===== config.mk =====
export PLATFORM = sky130hd
export DESIGN_NAME = boot_ctrl_top
export DESIGN_NICKNAME = d
export VERILOG_FILES = /design/src/logic/boot_ctrl_pkg.sv /design/src/logic/rst_2ff_sync.sv /design/src/logic/boot_fsm.sv /design/src/logic/boot_ctrl_regs.sv /design/src/logic/boot_ctrl_top.sv
export SDC_FILE = /design/constraint.sdc
export NUM_CORES = 1
export LEC_CHECK = 0
export BUFFER_PORTS_ARGS = -buffer_cell sky130_fd_sc_hd__buf_4
export CAP_MARGIN = 20
export CORE_MARGIN = 4
export CORE_UTILIZATION = 45
export DETAILED_ROUTE_END_ITERATION = 10
export PLACE_DENSITY_LB_ADDON = 0.3
export REMOVE_ABC_BUFFERS = 1
export SKIP_CTS_REPAIR_TIMING = 1
export SLEW_MARGIN = 20
export SYNTH_ARGS = -nofsm -noshare
export SYNTH_HDL_FRONTEND = slang
export SYNTH_SLANG_ARGS = --single-unit

===== constraint.sdc =====
create_clock -name clk -period 4 [get_ports clk]
set_clock_uncertainty 0.2 [all_clocks]
set_input_delay 0.8 -clock clk [delete_from_list [all_inputs] [get_ports clk]]
set_output_delay 0.8 -clock clk [all_outputs]
set_load 0.05 [all_outputs]

===== src/logic/boot_ctrl_pkg.sv =====
`default_nettype none

package boot_ctrl_pkg;

    // boot sequencer states, driven by the FSM and reported in the status word
    typedef enum logic [2:0] {
        BOOT_IDLE   = 3'd0,
        BOOT_FUSE   = 3'd1,
        BOOT_FW_RST = 3'd2,
        BOOT_WAIT   = 3'd3,
        BOOT_DONE   = 3'd4
    } boot_fsm_state_e;

    // default widths of the SoC strobe interface
    localparam int REG_ADDR_W = 4;
    localparam int REG_DATA_W = 32;

    // width of the firmware-update hold counter
    localparam int WAIT_W = 8;

    // register map, word addresses on the strobe interface
    localparam logic [REG_ADDR_W-1:0] ADDR_FUSE_DONE     = 4'h0;
    localparam logic [REG_ADDR_W-1:0] ADDR_FW_UPD_RST    = 4'h1;
    localparam logic [REG_ADDR_W-1:0] ADDR_WAIT_CYCLES   = 4'h2;
    localparam logic [REG_ADDR_W-1:0] ADDR_BOOT_CONTINUE = 4'h3;
    // read only status, see the register block for the bit layout
    localparam logic [REG_ADDR_W-1:0] ADDR_STATUS        = 4'h4;

endpackage

`default_nettype wire


===== src/logic/rst_2ff_sync.sv =====
`timescale 1ns/1ps
`default_nettype none

module rst_2ff_sync #(
    parameter int              WIDTH   = 1,
    parameter logic [WIDTH-1:0] RST_VAL = '0
) (
    input  logic             clk,
    input  logic             rst_b,
    input  logic [WIDTH-1:0] din,
    output logic [WIDTH-1:0] dout
);

    // first stage may go metastable, the second one filters it out
    logic [WIDTH-1:0] meta_q;

    // both stages come up at the reset value so the window reads as asserted
    // until the first clean sample has passed through
    always_ff @(posedge clk or negedge rst_b) begin
        if (!rst_b) begin
            meta_q <= RST_VAL;
            dout   <= RST_VAL;
        end else begin
            meta_q <= din;
            dout   <= meta_q;
        end
    end

endmodule

`default_nettype wire


===== src/logic/boot_fsm.sv =====
`timescale 1ns/1ps
`default_nettype none

module boot_fsm #(
    parameter int WAIT_W = boot_ctrl_pkg::WAIT_W
) (
    input  logic                          clk,
    input  logic                          cptra_pwrgood,
    input  logic                          cptra_rst_b,
    input  logic                          scan_mode,
    input  logic                          fw_update_rst,
    input  logic [WAIT_W-1:0]             fw_update_rst_wait_cycles,
    input  logic                          boot_brkpoint,
    input  logic                          boot_continue,
    input  logic                          fuse_done,
    input  logic                          fuse_wr_done_observed,
    output boot_ctrl_pkg::boot_fsm_state_e boot_fsm_ps,
    output logic                          ready_for_fuses,
    output logic                          cptra_noncore_rst_b,
    output logic                          cptra_uc_rst_b,
    output logic                          iccm_unlock,
    output logic                          fw_upd_rst_executed,
    output logic                          rdc_clk_dis,
    output logic                          fw_update_rst_window
);

    import boot_ctrl_pkg::*;

    boot_fsm_state_e boot_fsm_ns;

    // reset window, set asynchronously by the warm reset and then synchronized
    logic rst_window;
    logic rst_window_sync;
    logic rst_window_sync_f;
    logic rst_window_sync_2f;

    // per-state requests for the internal resets, before the two output flops
    logic fsm_noncore_rst_b;
    logic fsm_uc_rst_b;
    logic synch_noncore_rst_b;
    logic synch_uc_rst_b;
    logic noncore_rst_b_q;
    logic uc_rst_b_q;

    logic              fsm_iccm_unlock;
    logic [WAIT_W-1:0] wait_count;
    logic              wait_count_load;
    logic              wait_count_decr;

    // warm reset sets the window right away, release is sampled on clk
    always_ff @(posedge clk or negedge cptra_rst_b) begin
        if (!cptra_rst_b) begin
            rst_window <= 1'b1;
        end else begin
            rst_window <= 1'b0;
        end
    end

    // window comes up asserted so the FSM stays idle until pwrgood settles
    rst_2ff_sync #(
        .WIDTH   (1),
        .RST_VAL (1'b1)
    ) i_rst_window_sync (
        .clk   (clk),
        .rst_b (cptra_pwrgood),
        .din   (rst_window),
        .dout  (rst_window_sync)
    );

    // clocks of the reset domain are stopped while any copy of the window is set
    // this also covers the two cycles the FSM needs to fall back to idle
    assign rdc_clk_dis = rst_window_sync | rst_window_sync_f | rst_window_sync_2f;

    // core reset may be asserted alone only in these two states
    assign fw_update_rst_window = (boot_fsm_ps == BOOT_FW_RST) || (boot_fsm_ps == BOOT_WAIT);

    always_comb begin
        boot_fsm_ns         = boot_fsm_ps;
        fw_upd_rst_executed = 1'b0;
        fsm_noncore_rst_b   = 1'b1;
        fsm_uc_rst_b        = 1'b0;
        fsm_iccm_unlock     = 1'b0;
        wait_count_load     = 1'b0;
        wait_count_decr     = 1'b0;
        case (boot_fsm_ps)
            BOOT_IDLE: begin
                // the FSM only sits here while the warm reset is active
                fsm_noncore_rst_b = 1'b0;
                if (!rst_window_sync && !rst_window_sync_f && !rst_window_sync_2f) begin
                    boot_fsm_ns = BOOT_FUSE;
                end
            end
            BOOT_FUSE: begin
                // fuse_done alone is sticky over warm reset, so a fresh write
                // since this reset must also have been seen
                if (fuse_done && fuse_wr_done_observed) begin
                    boot_fsm_ns = boot_brkpoint ? BOOT_WAIT : BOOT_DONE;
                end
            end
            BOOT_FW_RST: begin
                // hold the counter at the programmed value until the core reset
                // has made it through the first flop
                wait_count_load = 1'b1;
                if (!synch_uc_rst_b) begin
                    boot_fsm_ns = BOOT_WAIT;
                end
            end
            BOOT_WAIT: begin
                wait_count_decr = 1'b1;
                // a pending breakpoint keeps the core in reset until continue
                if ((wait_count == '0) && !(boot_brkpoint && !boot_continue)) begin
                    boot_fsm_ns = BOOT_DONE;
                    // iccm opens only at the very end of the reset flow
                    fsm_iccm_unlock = 1'b1;
                end
            end
            BOOT_DONE: begin
                fsm_uc_rst_b = 1'b1;
                if (fw_update_rst) begin
                    boot_fsm_ns         = BOOT_FW_RST;
                    fw_upd_rst_executed = 1'b1;
                end
            end
            default: begin
                fsm_noncore_rst_b = 1'b0;
                boot_fsm_ns       = BOOT_IDLE;
            end
        endcase
    end

    // state and reset flops live on the power-good domain
    always_ff @(posedge clk or negedge cptra_pwrgood) begin
        if (!cptra_pwrgood) begin
            boot_fsm_ps         <= BOOT_IDLE;
            rst_window_sync_f   <= 1'b1;
            rst_window_sync_2f  <= 1'b1;
            synch_noncore_rst_b <= 1'b0;
            synch_uc_rst_b      <= 1'b0;
            noncore_rst_b_q     <= 1'b0;
            uc_rst_b_q          <= 1'b0;
        end else begin
            // a synchronized warm reset overrides every arc
            boot_fsm_ps         <= rst_window_sync ? BOOT_IDLE : boot_fsm_ns;
            rst_window_sync_f   <= rst_window_sync;
            rst_window_sync_2f  <= rst_window_sync_f;
            synch_noncore_rst_b <= fsm_noncore_rst_b;
            synch_uc_rst_b      <= fsm_uc_rst_b;
            noncore_rst_b_q     <= synch_noncore_rst_b;
            // core leaves reset only when both requests are released
            uc_rst_b_q          <= synch_noncore_rst_b && synch_uc_rst_b;
        end
    end

    // in scan mode the warm reset pin drives both internal resets
    assign cptra_noncore_rst_b = scan_mode ? cptra_rst_b : noncore_rst_b_q;
    assign cptra_uc_rst_b      = scan_mode ? cptra_rst_b : uc_rst_b_q;

    always_ff @(posedge clk or negedge cptra_noncore_rst_b) begin
        if (!cptra_noncore_rst_b) begin
            ready_for_fuses <= 1'b0;
            iccm_unlock     <= 1'b0;
            wait_count      <= '0;
        end else begin
            // drops as soon as the SoC has written fuse done in this reset
            ready_for_fuses <= (boot_fsm_ps == BOOT_FUSE) && !fuse_wr_done_observed;
            iccm_unlock     <= fsm_iccm_unlock;
            if (wait_count_decr && (wait_count != '0)) begin
                wait_count <= wait_count - 1'b1;
            end else if (wait_count_load) begin
                wait_count <= fw_update_rst_wait_cycles;
            end
        end
    end

endmodule

`default_nettype wire


===== src/logic/boot_ctrl_regs.sv =====
`timescale 1ns/1ps
`default_nettype none

module boot_ctrl_regs #(
    parameter int REG_ADDR_W = boot_ctrl_pkg::REG_ADDR_W,
    parameter int REG_DATA_W = boot_ctrl_pkg::REG_DATA_W,
    parameter int WAIT_W     = boot_ctrl_pkg::WAIT_W
) (
    input  logic                          clk,
    input  logic                          cptra_pwrgood,
    input  logic                          cptra_noncore_rst_b,
    input  logic                          reg_wr_en,
    input  logic                          reg_rd_en,
    input  logic [REG_ADDR_W-1:0]         reg_addr,
    input  logic [REG_DATA_W-1:0]         reg_wdata,
    output logic [REG_DATA_W-1:0]         reg_rdata,
    input  boot_ctrl_pkg::boot_fsm_state_e boot_fsm_ps,
    input  logic                          ready_for_fuses,
    input  logic                          iccm_unlock,
    input  logic                          fw_upd_rst_executed,
    output logic                          fuse_done,
    output logic                          fuse_wr_done_observed,
    output logic                          fw_update_rst,
    output logic [WAIT_W-1:0]             fw_update_rst_wait_cycles,
    output logic                          boot_continue
);

    import boot_ctrl_pkg::*;

    logic                  wr_fuse_done;
    logic                  wr_fw_upd_rst;
    logic                  wr_wait_cycles;
    logic                  wr_boot_continue;
    logic                  fw_upd_rst_executed_q;
    logic [REG_DATA_W-1:0] status_word;
    logic [REG_DATA_W-1:0] rd_mux;

    // write strobes per register, only bit 0 matters for the single-bit controls
    assign wr_fuse_done     = reg_wr_en && (reg_addr == REG_ADDR_W'(ADDR_FUSE_DONE));
    assign wr_fw_upd_rst    = reg_wr_en && (reg_addr == REG_ADDR_W'(ADDR_FW_UPD_RST));
    assign wr_wait_cycles   = reg_wr_en && (reg_addr == REG_ADDR_W'(ADDR_WAIT_CYCLES));
    assign wr_boot_continue = reg_wr_en && (reg_addr == REG_ADDR_W'(ADDR_BOOT_CONTINUE));

    // fuse done survives a warm reset, only power-good clears it
    always_ff @(posedge clk or negedge cptra_pwrgood) begin
        if (!cptra_pwrgood) begin
            fuse_done <= 1'b0;
        end else if (wr_fuse_done && reg_wdata[0]) begin
            fuse_done <= 1'b1;
        end
    end

    always_ff @(posedge clk or negedge cptra_noncore_rst_b) begin
        if (!cptra_noncore_rst_b) begin
            fuse_wr_done_observed     <= 1'b0;
            fw_update_rst             <= 1'b0;
            fw_update_rst_wait_cycles <= WAIT_W'(8);
            boot_continue             <= 1'b0;
            fw_upd_rst_executed_q     <= 1'b0;
        end else begin
            // tells the FSM the SoC has written fuse done since the last reset
            if (wr_fuse_done && reg_wdata[0]) begin
                fuse_wr_done_observed <= 1'b1;
            end
            // request is a single-cycle pulse, the FSM samples it in BOOT_DONE
            fw_update_rst <= wr_fw_upd_rst && reg_wdata[0];
            if (wr_wait_cycles) begin
                fw_update_rst_wait_cycles <= reg_wdata[WAIT_W-1:0];
            end
            if (wr_boot_continue) begin
                boot_continue <= reg_wdata[0];
            end
            // flag stays set until the next noncore reset
            if (fw_upd_rst_executed) begin
                fw_upd_rst_executed_q <= 1'b1;
            end
        end
    end

    // status layout is state in 2:0, then ready, unlock, executed and fuse done
    always_comb begin
        status_word      = '0;
        status_word[2:0] = boot_fsm_ps;
        status_word[4]   = ready_for_fuses;
        status_word[5]   = iccm_unlock;
        status_word[6]   = fw_upd_rst_executed_q;
        status_word[7]   = fuse_done;
    end

    // control registers read back what was written, the update request reads as 0
    always_comb begin
        rd_mux = '0;
        case (reg_addr)
            REG_ADDR_W'(ADDR_FUSE_DONE):     rd_mux[0] = fuse_done;
            REG_ADDR_W'(ADDR_WAIT_CYCLES):   rd_mux[WAIT_W-1:0] = fw_update_rst_wait_cycles;
            REG_ADDR_W'(ADDR_BOOT_CONTINUE): rd_mux[0] = boot_continue;
            REG_ADDR_W'(ADDR_STATUS):        rd_mux = status_word;
            default:                         rd_mux = '0;
        endcase
    end

    // read data shows up the cycle after the strobe and holds until the next read
    always_ff @(posedge clk or negedge cptra_noncore_rst_b) begin
        if (!cptra_noncore_rst_b) begin
            reg_rdata <= '0;
        end else if (reg_rd_en) begin
            reg_rdata <= rd_mux;
        end
    end

endmodule

`default_nettype wire


===== src/logic/boot_ctrl_top.sv =====
`timescale 1ns/1ps
`default_nettype none

module boot_ctrl_top (
    input  logic                                 clk,
    input  logic                                 cptra_pwrgood,
    input  logic                                 cptra_rst_b,
    input  logic                                 scan_mode,
    input  logic                                 boot_brkpoint,
    input  logic                                 reg_wr_en,
    input  logic                                 reg_rd_en,
    input  logic [boot_ctrl_pkg::REG_ADDR_W-1:0] reg_addr,
    input  logic [boot_ctrl_pkg::REG_DATA_W-1:0] reg_wdata,
    output logic [boot_ctrl_pkg::REG_DATA_W-1:0] reg_rdata,
    output logic                                 ready_for_fuses,
    output logic                                 cptra_noncore_rst_b,
    output logic                                 cptra_uc_rst_b,
    output logic                                 iccm_unlock,
    output logic                                 rdc_clk_dis,
    output logic                                 fw_update_rst_window
);

    import boot_ctrl_pkg::*;

    // controls from the register block into the sequencer
    logic              fuse_done;
    logic              fuse_wr_done_observed;
    logic              fw_update_rst;
    logic [WAIT_W-1:0] fw_update_rst_wait_cycles;
    logic              boot_continue;

    // sequencer state and the executed pulse go back for status reads
    boot_fsm_state_e   boot_fsm_ps;
    logic              fw_upd_rst_executed;

    // register block runs on the noncore reset it gets from the FSM
    boot_ctrl_regs #(
        .REG_ADDR_W (REG_ADDR_W),
        .REG_DATA_W (REG_DATA_W),
        .WAIT_W     (WAIT_W)
    ) i_boot_ctrl_regs (
        .clk                       (clk),
        .cptra_pwrgood             (cptra_pwrgood),
        .cptra_noncore_rst_b       (cptra_noncore_rst_b),
        .reg_wr_en                 (reg_wr_en),
        .reg_rd_en                 (reg_rd_en),
        .reg_addr                  (reg_addr),
        .reg_wdata                 (reg_wdata),
        .reg_rdata                 (reg_rdata),
        .boot_fsm_ps               (boot_fsm_ps),
        .ready_for_fuses           (ready_for_fuses),
        .iccm_unlock               (iccm_unlock),
        .fw_upd_rst_executed       (fw_upd_rst_executed),
        .fuse_done                 (fuse_done),
        .fuse_wr_done_observed     (fuse_wr_done_observed),
        .fw_update_rst             (fw_update_rst),
        .fw_update_rst_wait_cycles (fw_update_rst_wait_cycles),
        .boot_continue             (boot_continue)
    );

    boot_fsm #(
        .WAIT_W (WAIT_W)
    ) i_boot_fsm (
        .clk                       (clk),
        .cptra_pwrgood             (cptra_pwrgood),
        .cptra_rst_b               (cptra_rst_b),
        .scan_mode                 (scan_mode),
        .fw_update_rst             (fw_update_rst),
        .fw_update_rst_wait_cycles (fw_update_rst_wait_cycles),
        .boot_brkpoint             (boot_brkpoint),
        .boot_continue             (boot_continue),
        .fuse_done                 (fuse_done),
        .fuse_wr_done_observed     (fuse_wr_done_observed),
        .boot_fsm_ps               (boot_fsm_ps),
        .ready_for_fuses           (ready_for_fuses),
        .cptra_noncore_rst_b       (cptra_noncore_rst_b),
        .cptra_uc_rst_b            (cptra_uc_rst_b),
        .iccm_unlock               (iccm_unlock),
        .fw_upd_rst_executed       (fw_upd_rst_executed),
        .rdc_clk_dis               (rdc_clk_dis),
        .fw_update_rst_window      (fw_update_rst_window)
    );

endmodule

`default_nettype wire


* Yosys cells after proc, flatten, opt, wreduce, memory -nomap -nowiden
Index checks and enable logic that the tools add are counted.
** Operators by class
- Add/sub/neg operators :: 1
- Eq/ne operators :: 13
- Bitwise gates (word level) :: 2
- Multiplexer cells :: 22
- Reduce and logical (&&, ||, !) cells :: 28
** Operators with widths (count)
- $mux 3 :: 7
- $mux 8 :: 2
- $pmux 3 s5 :: 1
- $logic_and 1x1->1 :: 14
- $pmux 7 s2 :: 1
- $mux 1 :: 10
- $ne 3x3->1 const B :: 3
- $eq 4x2->1 const B :: 2
- $logic_not 8->1 :: 1
- $reduce_bool 8->1 :: 1
- $sub 8x1->8 const B :: 1
- $eq 3x2->1 const B :: 2
- $logic_not 1->1 :: 6
- $ne 3x2->1 const B :: 2
- $reduce_and 5->1 :: 1
- $eq 4x1->1 const B :: 1
- $eq 4x3->1 const B :: 1
- $logic_not 4->1 :: 1
- $pmux 1 s4 :: 1
- $reduce_or 4->1 :: 1
- $eq 3x1->1 const B :: 1
- $eq 3x3->1 const B :: 1
- $logic_not 3->1 :: 1
- $or 1x1->1 :: 2
- other kinds (2) :: 2
** Word-level totals
- Output and inout port bits :: 38
- Logic and storage cells :: 86
- Register bits :: 43
- Bits of input ports :: 43

* Depth between registers and ports, before layout
- Depth in word-level cells :: 7
- Gate-level depth with buffers :: 6
- Gate-level depth less buffers :: 6

* Modules after synthesis
From an unflattened synthesis, not the netlist that was laid out.
** Unflattened totals
- Cell total of the unflattened synthesis :: 210
- Area total of the unflattened synthesis :: 2289.7 µm²
** By module, submodules not included
- boot_fsm :: seq. area each 504.2 µm², cells each 116, area an instance 1129.8 µm², times used 1
- boot_ctrl_regs :: seq. area each 526.8 µm², cells each 92, area an instance 1107.3 µm², times used 1
- rst_2ff_sync :: seq. area each 52.6 µm², cells each 2, area an instance 52.6 µm², times used 1

* Least setup slack after synthesis
No wires, ideal clock.
- Path kind :: input-to-output
- Start point :: input port scan_mode
- End point :: output port cptra_noncore_rst_b
- Stages :: 1
- Path buffers :: 0
- Slack :: -1.096 ns
- Data required time :: 3.000 ns
- Arrival :: 4.096 ns
- Cells stage by stage :: o21ai_0
** Between the ends
- Longest elaborated chain between the ends :: 1
** RTL lines
- start: declaration :: line boot_ctrl_top.sv:8 : input logic scan_mode,
- $mux 1 :: line boot_fsm.sv:155 : assign cptra_noncore_rst_b = scan_mode ? cptra_rst_b : noncore_rst_b_q;
- end: declaration :: line boot_ctrl_top.sv:16 : output logic cptra_noncore_rst_b,
Every way passes these cells.

* Final worst setup path
- Start point :: register i_boot_fsm.boot_fsm_ps[1]
- End point :: output port fw_update_rst_window
** Between the ends
- Longest elaborated chain between the ends :: 2
- Elaborated cells between the ends (all ways) :: 3
- Those cells by class :: 2 x eq/ne; 1 x reduce/logical
** RTL lines
- start: declaration :: line boot_fsm.sv:17 : output boot_ctrl_pkg::boot_fsm_state_e boot_fsm_ps,
- start signal: assignment :: line boot_fsm.sv:143 : boot_fsm_ps <= rst_window_sync ? BOOT_IDLE : boot_fsm_ns;
- $eq 3x2->1 :: line boot_fsm.sv:75 : assign fw_update_rst_window = (boot_fsm_ps == BOOT_FW_RST) || (boot_fsm_ps == BOOT_WAIT);
- $logic_or 1x1->1 * :: line boot_fsm.sv:75
- end: declaration :: line boot_ctrl_top.sv:20 : output logic fw_update_rst_window
Every way passes the cells marked *; elsewhere a longest branch is shown, timed or not.

==> metrics.txt <==
initial DRC count=between 100 and 150; Synth top area share=0.409; largest net degree at the start of global routing=31; max-cap viol count=0; crit-path max cell delay=670 ps; dpl ws=between 1000 and 1500 ps; Initial Util=0.473; worst min path class=in -> async; wire per inst=roughly 15 µm; Nets=292; Worst-path clk slew=80 ps; post-synthesis sequential area ratio=0.478; first-pass GRT wire length=7620 µm; RSZ-0062 raised after global routing=no; Comb power frac=0.340; Multi-input gate area=1020 µm²; I/O pin count=roughly 80; total gr overflow=0; fin crit share=0.673; initial antenna violation count=0; CP startpoint=i_boot_fsm.boot_fsm_ps[1]$_DFFE_PN0P_; fin crit period=roughly 2700 ps; crit path max fanout=16; switching share of power=0.385; highest-delay cell along the critical path=dfrtp_1; Post-synth EDFFs=0; number of cell rows=25; synth cell count leaders=dfrtp_1, buf_4, nor2_1; max frequency=approximately 370 MHz; share of post-route cells with drive strength above 1=0.270; Num CTS Buffers=5; Yosys reg bits=43; Synth warnings=0; synthesis-to-finish area growth=14.3%; Synth area leader=dfrtp_1; Worst Path Class, Setup=reg -> out; H-tree depth=2; Most used DFF post-synth=dfrtp_1; final slew viol count=0; placer congestion estimate=0.882; switching power=roughly 0.57 mW; Register Area=1080 µm²; Slew HR=0.325; Core ar.=between 4000 and 5000 µm²; clk sinks=43; worst endpoint required time=around 3000 ps; Post-DP HPWL=approximately 3400 µm; count leader, synth=dfrtp_1; port bufs=32; DR vias/cell=between 5 and 6; sequential share of power=0.424; Antenna Nets Post-Route=0; CP Cell Sequence=nor2b_1, buf_4; VDD IR max=between 0.3 and 0.4 mV; post-layout util=0.541; outcome=completed; top cells by area in the synthesized netlist=dfrtp_1, buf_4, dfstp_2; cell area after synthesis=roughly 2300 µm²; via count=between 1500 and 2000; CP Launch Type=flip-flop; cell-internal power=slightly above 0.9 mW; Worst-Margin Slew=between 900 and 1000 ps; worst reg2reg path startpoint=i_boot_fsm.wait_count[0]$_DFFE_PN0P_; Tot GR Track Use=0.154; Clk Tree Root Cell=clkbuf_8; Post-Synthesis Cells=between 200 and 250; CTS tree=yes; drc violations=0; ys async rst share=1.00; die height=just under 80 µm; drt first pass iters=4; Die X=about 79 µm; Final Hold Viols=0; setup ws final=1310 ps; die area=slightly above 6000 µm²; DRT Wirelength=4640 µm; Critical Path AT=1690 ps; clock power share=0.236; synth unique cells=50; Syn Area/Cell=10.5 µm²; pwr dens=roughly 570 nW/µm²; Worst Setup End Kind=output pin; ANT cells=0; clk_lat worst skew=slightly below 300 ps; cell leakage power=~1.2 nW; fillcell total=433; clock buffer depth=2; endpoints failing setup=0; vias in the first global route=roughly 1600
## cell families after synthesis
| logic type | synth area share |
|---|---|
| XOR/XNOR | 0.00387 |
| AND/OR/NAND/NOR | 0.169 |
| buffers and inverters | 0.113 |
| multiplexers | 0.0630 |
| flip-flops | 0.478 |
| other | 0.00166 |
| adder cells (fa/ha/maj) | 0.0110 |
| AO/OA/AOI/OAI | 0.160 |
## registers in the layout, summed over array words and instances (netlist names)
signal,count
i_boot_ctrl_regs.fuse_wr_done_observed,1
i_boot_fsm.uc_rst_b_q,1
i_boot_fsm.rst_window_sync_2f,1
i_boot_ctrl_regs.fw_update_rst,1
i_boot_fsm.rst_window,1
i_boot_ctrl_regs.fw_update_rst_wait_cycles,8
i_boot_fsm.rst_window_sync_f,1
i_boot_fsm.i_rst_window_sync.dout,1
i_boot_fsm.wait_count,8
i_boot_fsm.noncore_rst_b_q,1
i_boot_ctrl_regs.boot_continue,1
i_boot_ctrl_regs.reg_rdata,8
i_boot_fsm.i_rst_window_sync.meta_q,1
i_boot_fsm.boot_fsm_ps,3
i_boot_ctrl_regs.fw_upd_rst_executed_q,1
i_boot_fsm.synch_uc_rst_b,1
i_boot_fsm.ready_for_fuses,1
i_boot_ctrl_regs.fuse_done,1
i_boot_fsm.iccm_unlock,1
i_boot_fsm.synch_noncore_rst_b,1
## routing by layer
metal | part of all wire | track usage
met5 | 0 | 0
met4 | 0.017 | 0.0533
met3 | 0.065 | 0.0374
met2 | 0.47 | 0.251
met1 | 0.45 | 0.201
## layout make-up
| cell class | count | share of cell area |
|---|---|---|
| tap | 67 | 0.0324 |
| clock buffer | 6 | 0.0319 |
| clock inverter | 2 | 0.0135 |
| multi-input combinational | 154 | 0.393 |
| inverter | 10 | 0.0145 |
| sequential | 43 | 0.419 |
| timing repair buffer | 33 | 0.0957 |
## layout by cell type, fill, tap and decap left out, types with 2 or more instances in the layout
cell type	n
o21bai_1	2
dfrtp_1	37
a22oi_1	6
o221a_1	3
ha_1	2
nor4b_1	2
conb_1	25
o21ai_0	4
o2111ai_1	2
nand2b_1	9
nor3_1	2
nor2b_1	2
a21oi_1	11
nand2_1	12
buf_4	33
nand3_1	3
nor3b_1	3
o31ai_4	2
mux2i_1	3
clkbuf_8	6
a31oi_1	3
inv_1	10
dfstp_2	6
or3_1	3
mux2_2	10
nor2_1	15
nand4_1	4
nor4_1	4
a221o_1	3
## per-stage QoR
step	TNS [ps]	instance area [µm²]	cells	power, mW	hold WS, ps
finish	0	2590	315	1.49	126
global route	0	2590	315	1.58	131
CTS	0	2590	315	1.50	125
detailed placement	0	2470	307	1.14	150
global placement	0	2470	307	1.13	147
floorplan	-38270	2140	207	1.01	145
## critical path: cells and delay by family (launching register included)
family | cells | cell delay (ps)
AND/OR/NAND/NOR | 1 | 440
flip-flops | 1 | 670
buffers and inverters | 1 | 280
## final timing paths
path                                                                              to  slack, ps  cells past startpoint
min                                            i_boot_fsm.boot_fsm_ps[2]$_DFFE_PN0P_        130                      1
max reg2reg                                     i_boot_fsm.wait_count[4]$_DFFE_PN0P_       1770                      6
max in group asynchronous  i_boot_ctrl_regs.fw_update_rst_wait_cycles[3]$_DFFE_PN1P_       2720                      3
max                                                             fw_update_rst_window       1310                      2
min reg2reg                            i_boot_fsm.i_rst_window_sync.meta_q$_DFF_PN1_        160                      0
min in group clk                       i_boot_fsm.i_rst_window_sync.meta_q$_DFF_PN1_        160                      0
## power groups by stage
stage / clock network, mW / registers, mW / logic [mW]
detailed placement: 0 / 0.634 / 0.508
floorplan: 0 / 0.629 / 0.379
finish: 0.352 / 0.631 / 0.506
global placement: 0 / 0.632 / 0.499
CTS: 0.359 / 0.629 / 0.510
global route: 0.373 / 0.647 / 0.556
No activity file was read; power rests on OpenSTA's default activity.
